==> src/design/pfb_ctrl_pkg.sv <==
//##################################################
// control types for the coefficient reload path.
//##################################################
`default_nettype none

package pfb_ctrl_pkg;

  // reload_drain drops words after the last slot.
  typedef enum logic [1:0] {
    reload_idle  = 2'd0,
    reload_load  = 2'd1,
    reload_drain = 2'd2
  } reload_state_t;

endpackage

`default_nettype wire

==> src/design/pfb_types_pkg.sv <==
//##################################################
// datapath widths for the m/2 filter bank.
// sample, coefficient and accumulator sizes,
// pipeline latency and output fifo depth.
//##################################################
`default_nettype none

package pfb_types_pkg;

  // width of each of the i and q parts.
  localparam int sample_w = 16;

  // signed coefficient width and its fraction bits.
  localparam int coef_w    = 16;
  localparam int coef_frac = 15;

  // room for taps * (sample * coef) without overflow.
  localparam int acc_w = 36;

  // cycles from sample acceptance to the fifo write.
  localparam int pipe_lat = 5;

  localparam int fifo_depth = 16;

endpackage

`default_nettype wire

==> src/design/tap_reload_fsm.sv <==
//##################################################
// coefficient reload stream state machine.
// accepts reload words, issues one write per kept
// word a cycle after acceptance, drops overflow.
//##################################################
`timescale 1ns/1ns
`default_nettype none

module tap_reload_fsm (
  input  logic                              clk,
  input  logic                              sync_reset,
  input  logic                              s_axis_reload_tvalid,
  input  logic [31:0]                       s_axis_reload_tdata,
  input  logic                              s_axis_reload_tlast,
  output logic                              s_axis_reload_tready,
  input  logic                              load_done,
  output logic                              word_take,
  output logic                              load_clear,
  output logic                              coef_we,
  output logic [pfb_types_pkg::coef_w-1:0]  coef_data
);

  pfb_ctrl_pkg::reload_state_t state, state_nxt;
  logic rdy;
  logic keep;

  // ready in every state once out of reset.
  assign s_axis_reload_tready = rdy;
  assign word_take  = s_axis_reload_tvalid & rdy;
  assign load_clear = word_take & s_axis_reload_tlast;

  // a word taken after the last slot is filled is not written.
  assign keep = word_take & ~load_done & (state != pfb_ctrl_pkg::reload_drain);

  always_comb begin
    state_nxt = state;
    case (state)
      pfb_ctrl_pkg::reload_idle: begin
        if (word_take && !s_axis_reload_tlast) begin
          state_nxt = pfb_ctrl_pkg::reload_load;
        end
      end
      pfb_ctrl_pkg::reload_load: begin
        if (load_clear) begin
          state_nxt = pfb_ctrl_pkg::reload_idle;
        end else if (load_done) begin
          state_nxt = pfb_ctrl_pkg::reload_drain;
        end
      end
      pfb_ctrl_pkg::reload_drain: begin
        if (load_clear) begin
          state_nxt = pfb_ctrl_pkg::reload_idle;
        end
      end
      default: state_nxt = pfb_ctrl_pkg::reload_idle;
    endcase
  end

  always_ff @(posedge clk or posedge sync_reset) begin
    if (sync_reset) begin
      state   <= pfb_ctrl_pkg::reload_idle;
      rdy     <= 1'b0;
      coef_we <= 1'b0;
    end else begin
      state   <= state_nxt;
      rdy     <= 1'b1;
      coef_we <= keep;
    end
  end

  // only the low bits of each word carry the coefficient.
  always_ff @(posedge clk) begin
    if (word_take) begin
      coef_data <= s_axis_reload_tdata[pfb_types_pkg::coef_w-1:0];
    end
  end

endmodule

`default_nettype wire

==> config.mk <==
export PLATFORM = sky130hd
export DESIGN_NAME = tap_reload_fsm
export DESIGN_NICKNAME = d
export VERILOG_FILES = /design/src/design/pfb_ctrl_pkg.sv /design/src/design/pfb_types_pkg.sv /design/src/design/tap_reload_fsm.sv
export SDC_FILE = /design/constraint.sdc
export NUM_CORES = 1
export LEC_CHECK = 0
export ABC_AREA = 1
export BUFFER_PORTS_ARGS = -buffer_cell sky130_fd_sc_hd__buf_4
export CAP_MARGIN = 20
export CORE_ASPECT_RATIO = 1.5
export CORE_MARGIN = 1
export CORE_UTILIZATION = 34
export CTS_BUF_LIST = sky130_fd_sc_hd__clkbuf_4 sky130_fd_sc_hd__clkbuf_8
export DETAILED_ROUTE_END_ITERATION = 7
export PLACE_DENSITY = 0.76
export SLEW_MARGIN = 10
export SYNTH_ARGS = -nofsm -noshare
export SYNTH_HDL_FRONTEND = slang
export SYNTH_SLANG_ARGS = --single-unit
==> constraint.sdc <==
create_clock -name clk -period 0.9 [get_ports clk]
set_input_delay 0.18 -clock clk [delete_from_list [all_inputs] [get_ports clk]]
set_output_delay 0.18 -clock clk [all_outputs]
set_load 0.05 [all_outputs]
==> results.py <==
metrics = {
    "routing": {
        "via_per_inst": 4.45,
        "dr.first_iter.drc_count": 5,
        "detailedRoute.firstPassIterationCount": 3,
        "routed_wire_length_per_instance_um": 12.1,
        "detail_route.wirelength_um": 1350,
        "via_count": 494,
        "drtAntennaViolNets": 0,
        "detail_route.drc_violations": 0,
    },
    "critical_path": {
        "worst-setup-path-type": "reg -> out",
        "crit_path_start_kind": "flip-flop",
        "critical_path.reg2reg.endpoint": "state[0]",
        "worst_r2r_startpoint": "s_axis_reload_tready",
        "worst_ep_required_time_ps": 720,
        "crit_path_max_fanout": 3,
        "critPathArrivalTime_ps": 1070,
        "timing.reg2reg.setup_slack_ps": -210,
        "setup.worst_path.end_class": "primary output",
        "rr_worst_depth": 6,
    },
    "global_routing": {
        "grt_max_degree": 12,
        "antenna_found_initial": 0,
        "grt_pass1_wl_um": 2250,
        "global_route.usage.total": 0.150,
        "grt_pass1_vias": 518,
        "overflow": 0,
    },
    "flow_run": {
        "timing.max_cap.violations": 0,
    },
    "cts": {
        "clock-root-buffer": "sky130_fd_sc_hd__clkbuf_4",
        "cts_tree": "done",
        "clk_pin_slew_worst_paths_ps": 110,
        "clock_path_buffers": 2,
        "numClockSinks": 20,
        "clock_latency_ps": 300,
        "cts-buffers-inserted": 3,
        "cts.htree.levels": 1,
    },
    "power": {
        "p_leak_nw": 0.540,
        "power_density_nw_per_um2": 1620,
        "worst_ir_drop_vdd_uv": 1050,
    },
    "floorplanning": {
        "die_w_um": 38.2,
        "io-pin-count": 57,
        "chipHeight_um": 56.3,
        "initial_core_util": 0.365,
        "fp.dieArea_sq_um": 2150,
        "coreArea_sq_um": 1830,
        "rows": 19,
    },
    "sta": {
        "period_share": 1.39,
        "fin_skew_ps": 14.3,
        "unrepaired_setup_endpoints_after_global_routing": "yes",
        "setup-tns-final_ps": -6410,
        "setup_violations": 39,
        "hold-worst-slack_ps": 47.2,
        "final_critical_path_setup_slack_ps": -349,
        "fmaxAchievable_ghz": 0.800,
        "hold_violations": 0,
        "fin_crit_ps": 1250,
        "report.final.slew_viol_count": 0,
    },
    "logic_synthesis": {
        "synth_top_cell_area_share": 0.719,
        "synth_largest_area_cell": "sky130_fd_sc_hd__edfxtp_1",
        "ys_warn_count": 0,
        "synth_sequential_area_ratio": 0.869,
        "synth.ff_latch_count": 20,
        "synthesis.area_sq_um": 668,
        "syn-instance-count": 38,
        "synth_top_cells_by_area": "sky130_fd_sc_hd__edfxtp_1 72%, sky130_fd_sc_hd__dfrtp_1 15%, sky130_fd_sc_hd__inv_1 2.8%, sky130_fd_sc_hd__nand3_1 2.2%, sky130_fd_sc_hd__a211oi_2 1.9%",
        "synthDistinctLibCells": 10,
        "avgSynthCellArea_sq_um": 17.6,
        "postSynthNetCount": 75,
    },
    "final_layout": {
        "post_route_cells_drive_above_1_share": 0.656,
        "area_growth_pct": 82.0,
        "num-nets-final": 128,
        "diodes": 0,
    },
    "placed_design": {
        "io_buf_count": 40,
        "gp_congestion": 0.573,
        "pre_cts_slack_ps": -80.3,
        "hpwl_um": 904,
    },
    "status": {
        "failed_checks": "negative setup slack",
        "status": "finished, violations left",
    },
    "min_path": {
        "min_to": "coef_data[2]",
        "worstHoldPathCells": 1,
        "min-delay-path-class": "in -> reg",
        "hold_path_startpoint": "s_axis_reload_tdata[2]",
    },
}
area by class of cell:
| type | instances | area, sq um |
|---|---|---|
| Clock buffer | 4 | 30.0 |
| Fill cell | 139 | 614 |
| Inverter | 7 | 42.5 |
| Multi-Input combinational cell | 11 | 81.3 |
| Sequential cell | 20 | 582 |
| Tap cell | 21 | 26.3 |
| Timing Repair Buffer | 48 | 454 |
synthesized netlist by cell type:
| library cell | number |
|---|---|
| sky130_fd_sc_hd__a211oi_2 | 1 |
| sky130_fd_sc_hd__conb_1 | 1 |
| sky130_fd_sc_hd__dfrtp_1 | 4 |
| sky130_fd_sc_hd__edfxtp_1 | 16 |
| sky130_fd_sc_hd__inv_1 | 5 |
| sky130_fd_sc_hd__inv_2 | 2 |
| sky130_fd_sc_hd__nand2_1 | 3 |
| sky130_fd_sc_hd__nand3_1 | 3 |
| sky130_fd_sc_hd__nand4_1 | 2 |
| sky130_fd_sc_hd__nor2_2 | 1 |
metrics by stage:
stage                      util  area (sq um)  instances  total power (W)
after floorplan               -           698         38          0.00132
after global placement    0.568          1040        101          0.00146
after detailed placement  0.568          1040        101          0.00148
after CTS                 0.667          1220        109          0.00199
after global routing      0.664          1220        111          0.00208
final                     0.664          1220        111          0.00197
flip-flops by register name (all words and copies together), names as in the netlist:
signal	count
state	2
coef_data	16
s_axis_reload_tready	1
coef_we	1
what timing repair did:
action | CTS | global route
resized for setup | 26 | 3
pin swaps | 2 | 2
cloned | 1 | 0
setup endpoints to repair | 29 | 39
setup buffers | 2 | 4
hold endpoints to repair | 4 | 0
hold buffers | 1 | 0
cell usage in the layout (no fill, tap or decap), drive strengths merged:
cell         synthesis  layout
a211oi               1       1
nand3                3       3
nand2                3       3
edfxtp              16      16
clkbuf               0       4
nand4                2       2
clkinvlp             0       1
dfrtp                4       4
nor2                 1       1
inv                  7       6
buf                  0      47
dlygate4sd3          0       1
conb                 1       1
power breakdown:
part | switching (W) | internal (W) | total (W) | leakage (nW)
sequential | 0.0000426 | 0.00106 | 0.00110 | 0.201
clock | 0.000251 | 0.000203 | 0.000454 | 0.0184
combinational | 0.000234 | 0.000181 | 0.000415 | 0.321
critical path: stages (launching register included):
cell and delay, ps:
sky130_fd_sc_hd__dfrtp_2 470, sky130_fd_sc_hd__nand3_4 90, sky130_fd_sc_hd__clkinvlp_4 80, sky130_fd_sc_hd__buf_6 150
kinds of logic after synthesis:
| family | share of synthesized area |
|---|---|
| AO/OA/AOI/OAI | 0.0187 |
| buffers and inverters | 0.0393 |
| flip-flops | 0.869 |
| other | 0.00561 |
| AND/OR/NAND/NOR | 0.0674 |
worst max path at each step:
| stage | from | end | slack (ps) | depth (start not counted) |
|---|---|---|---|---|
| floorplan | s_axis_reload_tready | load_clear | -210 | 2 |
| global placement | s_axis_reload_tready | word_take | -80 | 3 |
| detailed placement | s_axis_reload_tready | word_take | -80 | 3 |
| CTS | s_axis_reload_tready | load_clear | -350 | 3 |
| global route | s_axis_reload_tready | load_clear | -400 | 3 |
| finish | s_axis_reload_tready | load_clear | -350 | 3 |
layer usage:
metal  part of all wire  track usage
met1               0.32        0.157
met2               0.58        0.262
met3              0.080       0.0356
met4              0.016       0.0765
met5                  0            0
Note: power is estimated with default switching activity, not from simulation.
