### src/design/tap_load_counter.sv
//##################################################
// reload word counter, tap-major order.
// phase steps first, wraps at num_phases-1, then
// the tap index steps.
//##################################################
`timescale 1ns/1ns
`default_nettype none

module tap_load_counter #(
  parameter int TAPS       = 4,
  parameter int PHASE_BITS = 4
) (
  input  logic                      clk,
  input  logic                      sync_reset,
  input  logic [PHASE_BITS:0]       num_phases,
  input  logic                      word_take,
  input  logic                      load_clear,
  output logic                      load_done,
  output logic [$clog2(TAPS)-1:0]   tap_sel,
  output logic [PHASE_BITS-1:0]     coef_addr
);

  logic [PHASE_BITS-1:0]   phase_cnt;
  logic [PHASE_BITS-1:0]   phase_max;
  logic [$clog2(TAPS)-1:0] tap_cnt;
  logic                    at_wrap;
  logic                    at_last;

  assign phase_max = PHASE_BITS'(num_phases - 1'b1);
  assign at_wrap   = (phase_cnt == phase_max);
  assign at_last   = at_wrap && (tap_cnt == $clog2(TAPS)'(TAPS - 1));

  always_ff @(posedge clk or posedge sync_reset) begin
    if (sync_reset) begin
      phase_cnt <= '0;
      tap_cnt   <= '0;
      load_done <= 1'b0;
      tap_sel   <= '0;
      coef_addr <= '0;
    end else begin
      // hold the slot of the taken word for the write a cycle later.
      if (word_take) begin
        tap_sel   <= tap_cnt;
        coef_addr <= phase_cnt;
      end
      if (load_clear) begin
        phase_cnt <= '0;
        tap_cnt   <= '0;
        load_done <= 1'b0;
      end else if (word_take && !load_done) begin
        load_done <= at_last;
        if (at_wrap) begin
          phase_cnt <= '0;
          tap_cnt   <= tap_cnt + 1'b1;
        end else begin
          phase_cnt <= phase_cnt + 1'b1;
        end
      end
    end
  end

endmodule

`default_nettype wire

### config.mk
export PLATFORM = sky130hd
export DESIGN_NAME = tap_load_counter
export DESIGN_NICKNAME = d
export VERILOG_FILES = /design/src/design/tap_load_counter.sv
export SDC_FILE = /design/constraint.sdc
export NUM_CORES = 1
export LEC_CHECK = 0
export ABC_AREA = 1
export BUFFER_PORTS_ARGS = -buffer_cell sky130_fd_sc_hd__buf_2
export CAP_MARGIN = 5
export CORE_MARGIN = 5
export CORE_UTILIZATION = 50
export DETAILED_ROUTE_END_ITERATION = 6
export GPL_TIMING_DRIVEN = 0
export PLACE_DENSITY = 0.85
export SLEW_MARGIN = 20
export SYNTH_ARGS = -nofsm -noshare
export SYNTH_HDL_FRONTEND = slang
export SYNTH_SLANG_ARGS = --single-unit
### constraint.sdc
create_clock -name clk -period 2.15 [get_ports clk]
set_clock_uncertainty 0.1 [all_clocks]
set_input_delay 0.215 -clock clk [delete_from_list [all_inputs] [get_ports clk]]
set_output_delay 0.215 -clock clk [all_outputs]
set_load 0.03 [all_outputs]
==> summary.md, run 1 <==
| Metric | Value |
|---|---|
| Total power | `611.2 uW` |
| Finished Cell Area | `842.1 um^2` |
| Worst-Margin Slew | `505.0 ps` |
| Starting DRT DRC Count | `11` |
| DRC | `0` |
| Mapped Nets | `100` |
| Vias per std cell | `4.984` |
| Initial core utilization | `0.5375` |
| DP Wirelength | `1061 um` |
| Worst setup path class | `flop to flop` |
| Clock Sinks | `13` |
| Setup Buffers After CTS | `0` |
| Top cells by count, synth | `nand2_1 (22), dfrtp_1 (13), inv_1 (13)` |
| Vias in the first global route | `603` |
| Crit path max fanout | `6` |
| Outcome | `finished clean` |
| Hold Path Class | `primary input to flop` |
| N_diodes | `0` |
| Clock buffer depth | `2` |
| Slew HR | `0.6630` |
| Placement Cell Area | `805.8 um^2` |
| Setup TNS | `0 ps` |
| Mapped Cells | `88` |
| Gate power share | `0.262` |
| Setup violations, final | `0` |
| Antenna viol nets, final | `0` |
| Final WL | `1369 um` |
| Via count | `608` |
| Fin util | `0.6313` |
| Clock buffer count from CTS | `3` |
| Count of input and output buffers | `14` |
| Multi-input logic area | `330.3 um^2` |
| Max-Cap Viols | `0` |
| Pin count of the biggest net entering global routing | `14` |
| Clock share of power | `0.248` |
| Total track usage | `0.1536` |
| TritonCTS clock tree | `yes` |
| Largest family of logic cells by synthesized area | `simple AND/OR/NAND/NOR gates` |
| Leakage power | `0.0004770 uW` |
| Peak VDD IR | `0.5229 mV` |
| DR WL/cell | `11.22 um` |
| Fin crit share | `0.6623` |
| Post-synth EDFFs | `0` |
| Area share of fa/ha/maj cells after synthesis | `0.05236` |
| Die Wd | `47.87 um` |
| Synth Area in Compound Gates | `0.05759` |
| Initial DRT Pass Iterations | `4` |
| Worst Path Arrival | `1490 ps` |
| Clock transition at path regs | `80 ps` |
| First-pass GRT wire length | `2408 um` |
| Share of the synthesized area in the top cell type | `0.4538` |
| Std-Cell Core Area | `0.001334 mm^2` |
| Mux cell area share after synthesis | `0.03141` |
| Cell variety after synth | `18` |
| Area contributors post-synth | `dfrtp_1 (45%), nand2_1 (12%), inv_1 (6.8%)` |
| Dpl cells | `117` |
| Sequential Area | `325.3 um^2` |
| Die height | `47.87 um` |
| Clock Tree Root | `clkbuf_4` |
| Unrepaired setup endpoints after global routing | `false` |
| Layout net count | `120` |
| Fill count | `117` |
| Sequential power share | `0.490` |
| Final hold viol count | `0` |
| Register area share after synthesis | `0.4538` |
| Die area | `0.002291 mm^2` |
| Sw Ratio | `0.3376` |
| Netlist Area Pre-Place | `716.9 um^2` |
| Synth warnings | `0` |
| Async SR Flop Fraction | `1.000` |
| Power Dens Cells | `725.8 mW/mm^2` |
| Min Tclk post-route | `1424 ps` |
| Main synth FF type | `dfrtp_1` |
| Routability cong. | `0.7966` |
| Final cell count without fillers | `122` |
| Psw | `206.3 uW` |
| Int Pwr | `404.8 uW` |
| Syn avg cell area | `8.147 um^2` |
| Most frequent cell after synthesis | `nand2_1` |
| Total gr overflow | `0` |
| Row cnt | `13` |
| Ratio of cells with drive above 1 in the final layout | `0.2617` |
| Simple-gate share of the synthesized area | `0.2949` |
| H-tree Lvls | `1` |
| Peak Freq | `702.3 MHz` |
| Area leader, netlist | `dfrtp_1` |
| Pins Over Slew Limit | `0` |
| CP Capture Type | `flop` |
| Synth Area in XOR/XNOR | `0.02443` |
| Worst setup SP type | `flop` |
| P&R area growth vs syn | `17.45%` |
| Antenna violations before repair | `0` |
| CP required | `2220 ps` |
| FF+latch count, synth | `13` |
| Io pins | `16` |
| Clock latency on the worst-skew pair | `280 ps` |
power by group through the flow:
stage	combinational, uW	clock [uW]	sequential (uW)
3_3_place_gp	155	0	301
2_1_floorplan	83.1	0	334
4_1_cts	162	158	300
3_5_place_dp	160	0	305
6_report	160	152	299
5_1_grt	180	168	305
worst max-delay path: stages, from the launching register on:
cell and delay (ps):
dfrtp_1 450, inv_2 90, nand2_1 50, nand2_1 70, nand3_2 60, nor2_2 130, nand2_2 90, nand2_4 100
nand2_2 60, nand2_1 60, nand2_1 50
state kept, by name (all words and copies together), names as in the netlist:
register / count
phase_cnt: 4
tap_cnt: 2
tap_sel: 2
load_done: 1
coef_addr: 4
kinds of logic (layout without fill, tap and decap cells):
group | after synthesis | after routing
buffers and inverters | 16 | 35
muxes | 2 | 2
adders and majority gates | 3 | 3
xor gates and xnor gates | 2 | 2
and+or+nand+nor | 44 | 44
AOI/OAI and AO/OA | 8 | 8
DFF | 13 | 13
timing repair:
item / in CTS / in global routing
hold endpoints to repair: 13 / 0
hold buffers: 1 / 0
resized for setup: 0 / 0
layout by cell type (no fill, tap or decap), types with 2 or more instances in the layout:
cell and instances:
a21oi_1 7, nand2_1 22, buf_2 15, nand2_2 2, nand3_1 6, mux2_2 2, nand4_1 3, nor2_1 6
xor2_1 2, clkbuf_4 3, ha_1 3, dfrtp_1 13, nand2_4 2, inv_1 13, inv_2 2
metrics by stage:
| step | setup slack [ps] | hold slack [ps] |
|---|---|---|
| finish | 726.1 | 31.32 |
| detailed placement | 616.4 | 171.6 |
| global placement | 645.7 | 150.5 |
| CTS | 739.8 | 27.51 |
| global route | 636.2 | 32.13 |
| floorplan | 820.2 | -8.041 |
final timing paths:
kind / from / to / slack, ps / cells after the start
max in group asynchronous: sync_reset / tap_sel[0] / 1210 / 3
min reg2reg: tap_sel[1] / tap_sel[1] / 410 / 1
min: load_clear / load_done / 30 / 2
max: phase_cnt[0] / tap_cnt[0] / 730 / 10
max reg2reg: phase_cnt[0] / tap_cnt[0] / 730 / 10
min in group asynchronous: sync_reset / load_done / 400 / 3
layout make-up:
cell class | count | area share
Tap cell | 15 | 0.02229
Multi-Input combinational cell | 59 | 0.3923
Buffer | 1 | 0.005944
Inverter | 15 | 0.06686
Sequential cell | 13 | 0.3863
Clock buffer | 4 | 0.03120
Timing Repair Buffer | 15 | 0.09510
metal layers:
metal,up-vias,GRT usage,routed length [um]
li1,316,-,-
met1,274,0.1972,649
met2,16,0.2348,635
met3,2,0.03759,64
met4,0,0.08602,19
met5,-,0,0
Power figures use the tool's default switching activity.
==> inputs of run 2 (changes only) <==
Clock period 2.15 ns to 1.33 ns, I/O delays scaled along.
==> run 2 against run 1 <==
The run now ends with setup timing left. Sequential cell count is the same. Worst hold slack gained 20 ps. Total power grew 70%. Register-to-register slack lost 750 ps. Largest power group unchanged. Highest routed layer unchanged.
==> summary.md, run 2 (synthesized netlist as in run 1, its figures left out) <==
| Metric | Value |
|---|---|
| Outcome | `finished, violations left` |
| Failing checks | `setup timing` |
| Count of input and output buffers | `14 (unchanged)` |
| Clock buffer count from CTS | `3 (unchanged)` |
| Int Pwr | `685.4 uW (+69%)` |
| Clock Tree Root | `clkbuf_4` |
| Routability cong. | `0.7966 (unchanged)` |
| Initial core utilization | `0.5375 (unchanged)` |
| Setup TNS | `-35.74 ps (-35.74 ps)` |
| Worst setup SP type | `flop` |
| Psw | `350.7 uW (+70%)` |
| Clock latency on the worst-skew pair | `280 ps (about the same)` |
| DR WL/cell | `11.39 um (+1.5%)` |
| Largest registers | `coef_addr x4, phase_cnt x4` |
| CP required | `1410 ps (-810 ps)` |
| Io pins | `16 (unchanged)` |
| Total track usage | `0.1636 (+0.009985)` |
| Die Wd | `47.87 um (unchanged)` |
| Worst Path Arrival | `1430 ps (-60 ps)` |
| Total gr overflow | `0 (unchanged)` |
| Peak Freq | `739.1 MHz (+5.2%)` |
| Peak VDD IR | `0.8524 mV (+63%)` |
| Antenna violations before repair | `0 (unchanged)` |
| TritonCTS clock tree | `yes` |
| Most common cell after layout, fill and taps aside | `nand2_1` |
| Hold Path Class | `primary input to flop` |
| Via count | `656 (+7.9%)` |
| Worst setup margin | `-22.94 ps (-749.0 ps)` |
| Crit path max fanout | `6 (unchanged)` |
| Die height | `47.87 um (unchanged)` |
| Ratio of cells with drive above 1 in the final layout | `0.3276 (+0.06590)` |
| Starting DRT DRC Count | `12 (+1)` |
| Clock transition at path regs | `80 ps (about the same)` |
| N_diodes | `0 (unchanged)` |
| DP Wirelength | `1061 um (unchanged)` |
| Final hold viol count | `0 (unchanged)` |
| H-tree Lvls | `1 (unchanged)` |
| Clock share of power | `0.240 (-0.008)` |
| Row cnt | `13 (unchanged)` |
| Die area | `0.002291 mm^2 (unchanged)` |
| Most frequent cells in the layout | `nand2_1 (20), buf_2 (15), inv_1 (13), dfrtp_1 (13), buf_4 (8)` |
| Min Tclk post-route | `1353 ps (-70.99 ps)` |
| CP Capture Type | `flop` |
| Setup violations, final | `2 (+2)` |
| Fin Hold WS | `51.10 ps (+19.79 ps)` |
| Unrepaired setup endpoints after global routing | `true` |
| Gate power share | `0.297 (+0.035)` |
| Critical path's slowest cell | `dfrtp_1` |
| Crit-path max cell delay | `430 ps (-20 ps)` |
| First-pass GRT wire length | `2559 um (+6.3%)` |
| Vias in the first global route | `644 (+6.8%)` |
| Finished Cell Area | `922.1 um^2 (+9.5%)` |
| DRC | `0 (unchanged)` |
| Clock buffer depth | `2 (unchanged)` |
| Initial DRT Pass Iterations | `4 (unchanged)` |
| Power Dens Cells | `1124 mW/mm^2 (+55%)` |
| Fin crit share | `1.017 (+0.3550)` |
| Worst setup path class | `flop to flop` |
| Most used cell, CP | `nand2_1` |
| P&R area growth vs syn | `28.62%` |
| Worst-path cell chain | `inv_2, nand2_1, nand2_1, nand3_2, nor2_4, nand2_2, nand2_4, nand2_2, nand2_1, nand2_1` |
| Sequential power share | `0.464 (-0.026)` |
| Pins Over Slew Limit | `0 (unchanged)` |
| Leakage power | `0.0005234 uW (+9.7%)` |
| Slew HR | `0.6638 (+0.0008120)` |
| Vias per std cell | `5.008 (+0.48%)` |
| Sw Ratio | `0.3385 (+0.0009390)` |
| Placement Cell Area | `805.8 um^2 (unchanged)` |
| Final WL | `1492 um (+9.0%)` |
| Std-Cell Core Area | `0.001334 mm^2 (unchanged)` |
| Clock Sinks | `13 (unchanged)` |
| Max-Cap Viols | `0 (unchanged)` |
| Worst-Margin Slew | `503.7 ps (-1.216 ps)` |
| Pin count of the biggest net entering global routing | `14 (unchanged)` |
| Fill count | `105 (-10%)` |
| Antenna viol nets, final | `0 (unchanged)` |
| Layout net count | `129 (+7.5%)` |
==> run 2: cell types whose count changed in the layout (fill, tap and decap cells not counted) <==
cell and delta:
nor2_2 -1, nor2_4 +1, nand2_1 -2, nand2_2 +2
buf_4 +8, dlygate4sd3_1 +1
==> run 2: power by group through the flow <==
stage | clock, uW | sequential [uW] | combinational (uW)
2_1_floorplan | 0 | 540 | 134
3_3_place_gp | 0 | 487 | 250
3_5_place_dp | 0 | 492 | 258
6_report | 248 | 480 | 307
4_1_cts | 255 | 481 | 291
5_1_grt | 272 | 489 | 340
==> run 2: layout make-up <==
type / instances / area (um^2) / share of cell area
repair buffers: 24 / 150.1 / 0.1628
multi-input cells: 59 / 340.3 / 0.3691
flip-flops and latches: 13 / 325.3 / 0.3528
well taps: 15 / 18.77 / 0.02035
inverters: 15 / 56.30 / 0.06106
clock buffers: 4 / 26.28 / 0.02849
plain buffers: 1 / 5.005 / 0.005427
==> run 2: what timing repair did <==
item	4_1_cts	5_1_grt
pin swaps	2	1
gates resized for setup	0	3
buffers inserted	5	3
endpoints found under the hold margin	14	0
setup endpoints to repair	3	6
hold buffers	2	0
==> run 2: final timing paths <==
| path | start | to | slack (ps) | cells after the start |
|---|---|---|---|---|
| max | phase_cnt[0] | tap_cnt[0] | -20 | 10 |
| min reg2reg | tap_sel[1] | tap_sel[1] | 410 | 1 |
| min | word_take | tap_sel[1] | 50 | 2 |
| min in group asynchronous | sync_reset | load_done | 320 | 3 |
| max reg2reg | phase_cnt[0] | tap_cnt[0] | -20 | 10 |
| max in group asynchronous | sync_reset | tap_sel[0] | 470 | 3 |
==> run 2: worst max-delay path: cells and delay by family (launching register included) <==
| kind | cells | cell delay (ps) |
|---|---|---|
| buf+inv | 1 | 70 |
| flops | 1 | 430 |
| simple gates | 9 | 620 |
==> run 2: through the flow <==
step	worst slack (ps)	std cells	total power, uW	util
2_1_floorplan	27.07	88	674.2	-
6_report	-22.94	131	1036	0.6914
3_3_place_gp	-92.27	117	737.7	0.6041
4_1_cts	-0.2104	128	1026	0.6670
5_1_grt	-108.6	131	1101	0.6914
3_5_place_dp	-121.6	117	750.3	0.6041
==> run 2: metal layers <==
| layer | vias to the layer above | global-route usage | share of wire |
|---|---|---|---|
| met2 | 18 | 0.2718 | 0.49 |
| li1 | 335 | - | - |
| met5 | - | 0 | 0 |
| met3 | 2 | 0.03383 | 0.050 |
| met1 | 301 | 0.1995 | 0.45 |
| met4 | 0 | 0.08065 | 0.015 |
==> inputs of run 3 (changes only) <==
Settings changed: CELL_PAD_IN_SITES_DETAIL_PLACEMENT set to 1, CELL_PAD_IN_SITES_GLOBAL_PLACEMENT set to 1, CORE_UTILIZATION 50 to 37.
==> run 3 against run 2 <==
The flow still finishes with violations (setup timing). Via count is 0.91% higher. Cell area is 3.1% higher. Global-route usage down 1.6 points. Utilization decreased by 19 points. Worst hold slack gained 2.0 ps. Combinational power is 3% higher. Clock-buffer cell count unchanged. Total power up 1.0%. First-iteration DRC count is 83% lower. Register-to-register slack worse by 20 ps. Non-clock buffer count stayed put. Critical endpoint is now tap_cnt[1]. Largest power group unchanged. Highest routed layer unchanged.
==> summary.md, run 3 (synthesized netlist as in run 1, its figures left out) <==
| Metric | Value |
|---|---|
| Layout net count | `129 (unchanged)` |
| Clock buffer depth | `2 (unchanged)` |
| Fin util | `0.5000 (-0.1914)` |
| DRC | `0 (unchanged)` |
| N_diodes | `0 (unchanged)` |
| Outcome | `finished, violations left` |
| Routability cong. | `0.7486 (-6.0%)` |
| Critical path's slowest cell | `dfrtp_1` |
| Ratio of cells with drive above 1 in the final layout | `0.3534 (+0.02586)` |
| Peak Freq | `730.8 MHz (-1.1%)` |
| Gate power share | `0.302 (+0.005)` |
| Die Wd | `54.02 um (+13%)` |
| Starting DRT DRC Count | `2 (-10)` |
| Int Pwr | `686.8 uW (+0.21%)` |
| Std-Cell Core Area | `0.001902 mm^2 (+43%)` |
| CP required | `1410 ps (about the same)` |
| Clock Tree Root | `clkbuf_4` |
| R2R setup slack | `-40 ps (-20 ps)` |
| Initial DRT Pass Iterations | `3 (-1)` |
| Most used cell, CP | `nand2_2` |
| Psw | `359.8 uW (+2.6%)` |
| Via count | `662 (+0.91%)` |
| Leakage power | `0.0005212 uW (-0.42%)` |
| TritonCTS clock tree | `yes` |
| Dpl cells | `129 (+10%)` |
| Worst setup path class | `flop to flop` |
| Cell count of the worst reg-to-reg path | `10 (unchanged)` |
| Placement Cell Area | `820.8 um^2 (+1.9%)` |
| DR WL/cell | `12.47 um (+9.5%)` |
| Unrepaired setup endpoints after global routing | `true` |
| Count of input and output buffers | `14 (unchanged)` |
| First-pass GRT wire length | `3111 um (+22%)` |
| RR Endpoint | `tap_cnt[1]` |
| Die area | `0.002918 mm^2 (+27%)` |
| Clock latency on the worst-skew pair | `280 ps (about the same)` |
| Hold Path Class | `primary input to flop` |
| Fin crit share | `1.029 (+0.01163)` |
| Clock share of power | `0.239 (about the same)` |
| RR Startpoint | `phase_cnt[0]` |
| DP Wirelength | `1265 um (+19%)` |
| Power Dens Cells | `1101 mW/mm^2 (-2.0%)` |
| Worst setup margin | `-38.41 ps (-15.47 ps)` |
| Sequential power share | `0.459 (-0.005)` |
| Finished Cell Area | `950.9 um^2 (+3.1%)` |
| Setup violations, final | `3 (+1)` |
| Antenna violations before repair | `0 (unchanged)` |
| Min Tclk post-route | `1368 ps (+15.47 ps)` |
| Most frequent cells in the layout | `nand2_1 (19), buf_2 (15), inv_1 (13)` |
| Slew HR | `0.6668 (+0.002962)` |
| Pre-CTS setup slack | `-158.2 ps (-36.61 ps)` |
| Row cnt | `16 (+3)` |
| Final WL | `1783 um (+20%)` |
| Total track usage | `0.1473 (-0.01630)` |
| Largest registers | `coef_addr x4, phase_cnt x4` |
| Crit-path max cell delay | `410 ps (-20 ps)` |
| Worst-path cell chain | `inv_2, nand2_2, nand2_2, nand3_4, nor2_4, nand2_2, nand2_4, nand2_2, nand2_1, nand2_1` |
| Antenna viol nets, final | `0 (unchanged)` |
| Crit path max fanout | `6 (unchanged)` |
| Clock buffer count from CTS | `3 (unchanged)` |
| Fin Hold WS | `53.09 ps (+1.984 ps)` |
| Pin count of the biggest net entering global routing | `14 (unchanged)` |
| Initial core utilization | `0.3770 (-0.1605)` |
| Vias per std cell | `4.629 (-7.6%)` |
| Pins Over Slew Limit | `0 (unchanged)` |
| Vias in the first global route | `729 (+13%)` |
| CP Capture Type | `flop` |
| Clock transition at path regs | `80 ps (about the same)` |
| Die height | `54.02 um (+13%)` |
| Failing checks | `setup timing` |
| Clock Sinks | `13 (unchanged)` |
| Most common cell after layout, fill and taps aside | `nand2_1` |
| Worst setup SP type | `flop` |
| Worst Path Arrival | `1440 ps (about the same)` |
| Worst-Margin Slew | `499.3 ps (-4.438 ps)` |
| Peak VDD IR | `0.6515 mV (-24%)` |
| Total gr overflow | `0 (unchanged)` |
| Worst setup path endpoint | `tap_cnt[1]` |
| Final cell count without fillers | `143 (+9.2%)` |
| Final hold viol count | `0 (unchanged)` |
| Crit. Startpoint | `phase_cnt[0]` |
| Sw Ratio | `0.3438 (+0.005259)` |
| Max-Cap Viols | `0 (unchanged)` |
| P&R area growth vs syn | `32.64%` |
| H-tree Lvls | `1 (unchanged)` |
| Fill count | `257 (+140%)` |
| Io pins | `16 (unchanged)` |
[run 3: cell type report]
cell class / instances / area [um^2] / area share
buffer: 1 / 5.005 / 0.005263
timing repair buffer: 24 / 150.1 / 0.1579
multi-input combinational: 59 / 352.8 / 0.3711
inverter: 15 / 56.30 / 0.05921
clock buffer: 4 / 26.28 / 0.02763
sequential: 13 / 326.6 / 0.3434
tap: 27 / 33.78 / 0.03553
[run 3: per-stage QoR]
step                      total power (uW)  TNS [ps]
after CTS                             1030    -7.648
after global placement               742.1    -284.6
final                                 1047    -63.67
after detailed placement             755.3    -511.4
after floorplan                      674.2         0
after global routing                  1122    -469.7
[run 3: per-layer routing]
metal  GRT usage  vias up  share of wire
li1            -      332              -
met1      0.1858      311           0.43
met2      0.2520       15           0.52
met3     0.01662        4          0.040
met4     0.06224        0          0.014
met5           0        -              0
[run 3: timing repair]
action / in CTS / in global routing
endpoints found under the setup margin: 4 / 7
endpoints found under the hold margin: 14 / 0
pin swaps: 2 / 5
setup buffers: 5 / 3
gates resized for setup: 1 / 6
hold buffers: 2 / 0
[run 3: worst min path at each step]
stage / startpoint / to / slack (ps) / depth (start not counted)
2_1_floorplan: sync_reset / coef_addr[0] / -90 / 1
3_3_place_gp: sync_reset / phase_cnt[1] / 80 / 2
3_5_place_dp: sync_reset / load_done / 100 / 2
4_1_cts: word_take / tap_sel[1] / 50 / 2
5_1_grt: word_take / tap_sel[1] / 60 / 2
6_report: word_take / tap_sel[1] / 50 / 2
[run 3: power by group through the flow]
stage                     sequential, uW  clock [uW]  combinational, uW
final                                481         250                316
after global routing                 490         283                349
after CTS                            480         259                291
after floorplan                      540           0                134
after global placement               489           0                253
after detailed placement             491           0                264
[run 3: critical path: cells and delay by family, from the launching register on]
kind / cells / cell delay (ps)
DFF: 1 / 410
buffers and inverters: 1 / 80
and+or+nand+nor: 9 / 680
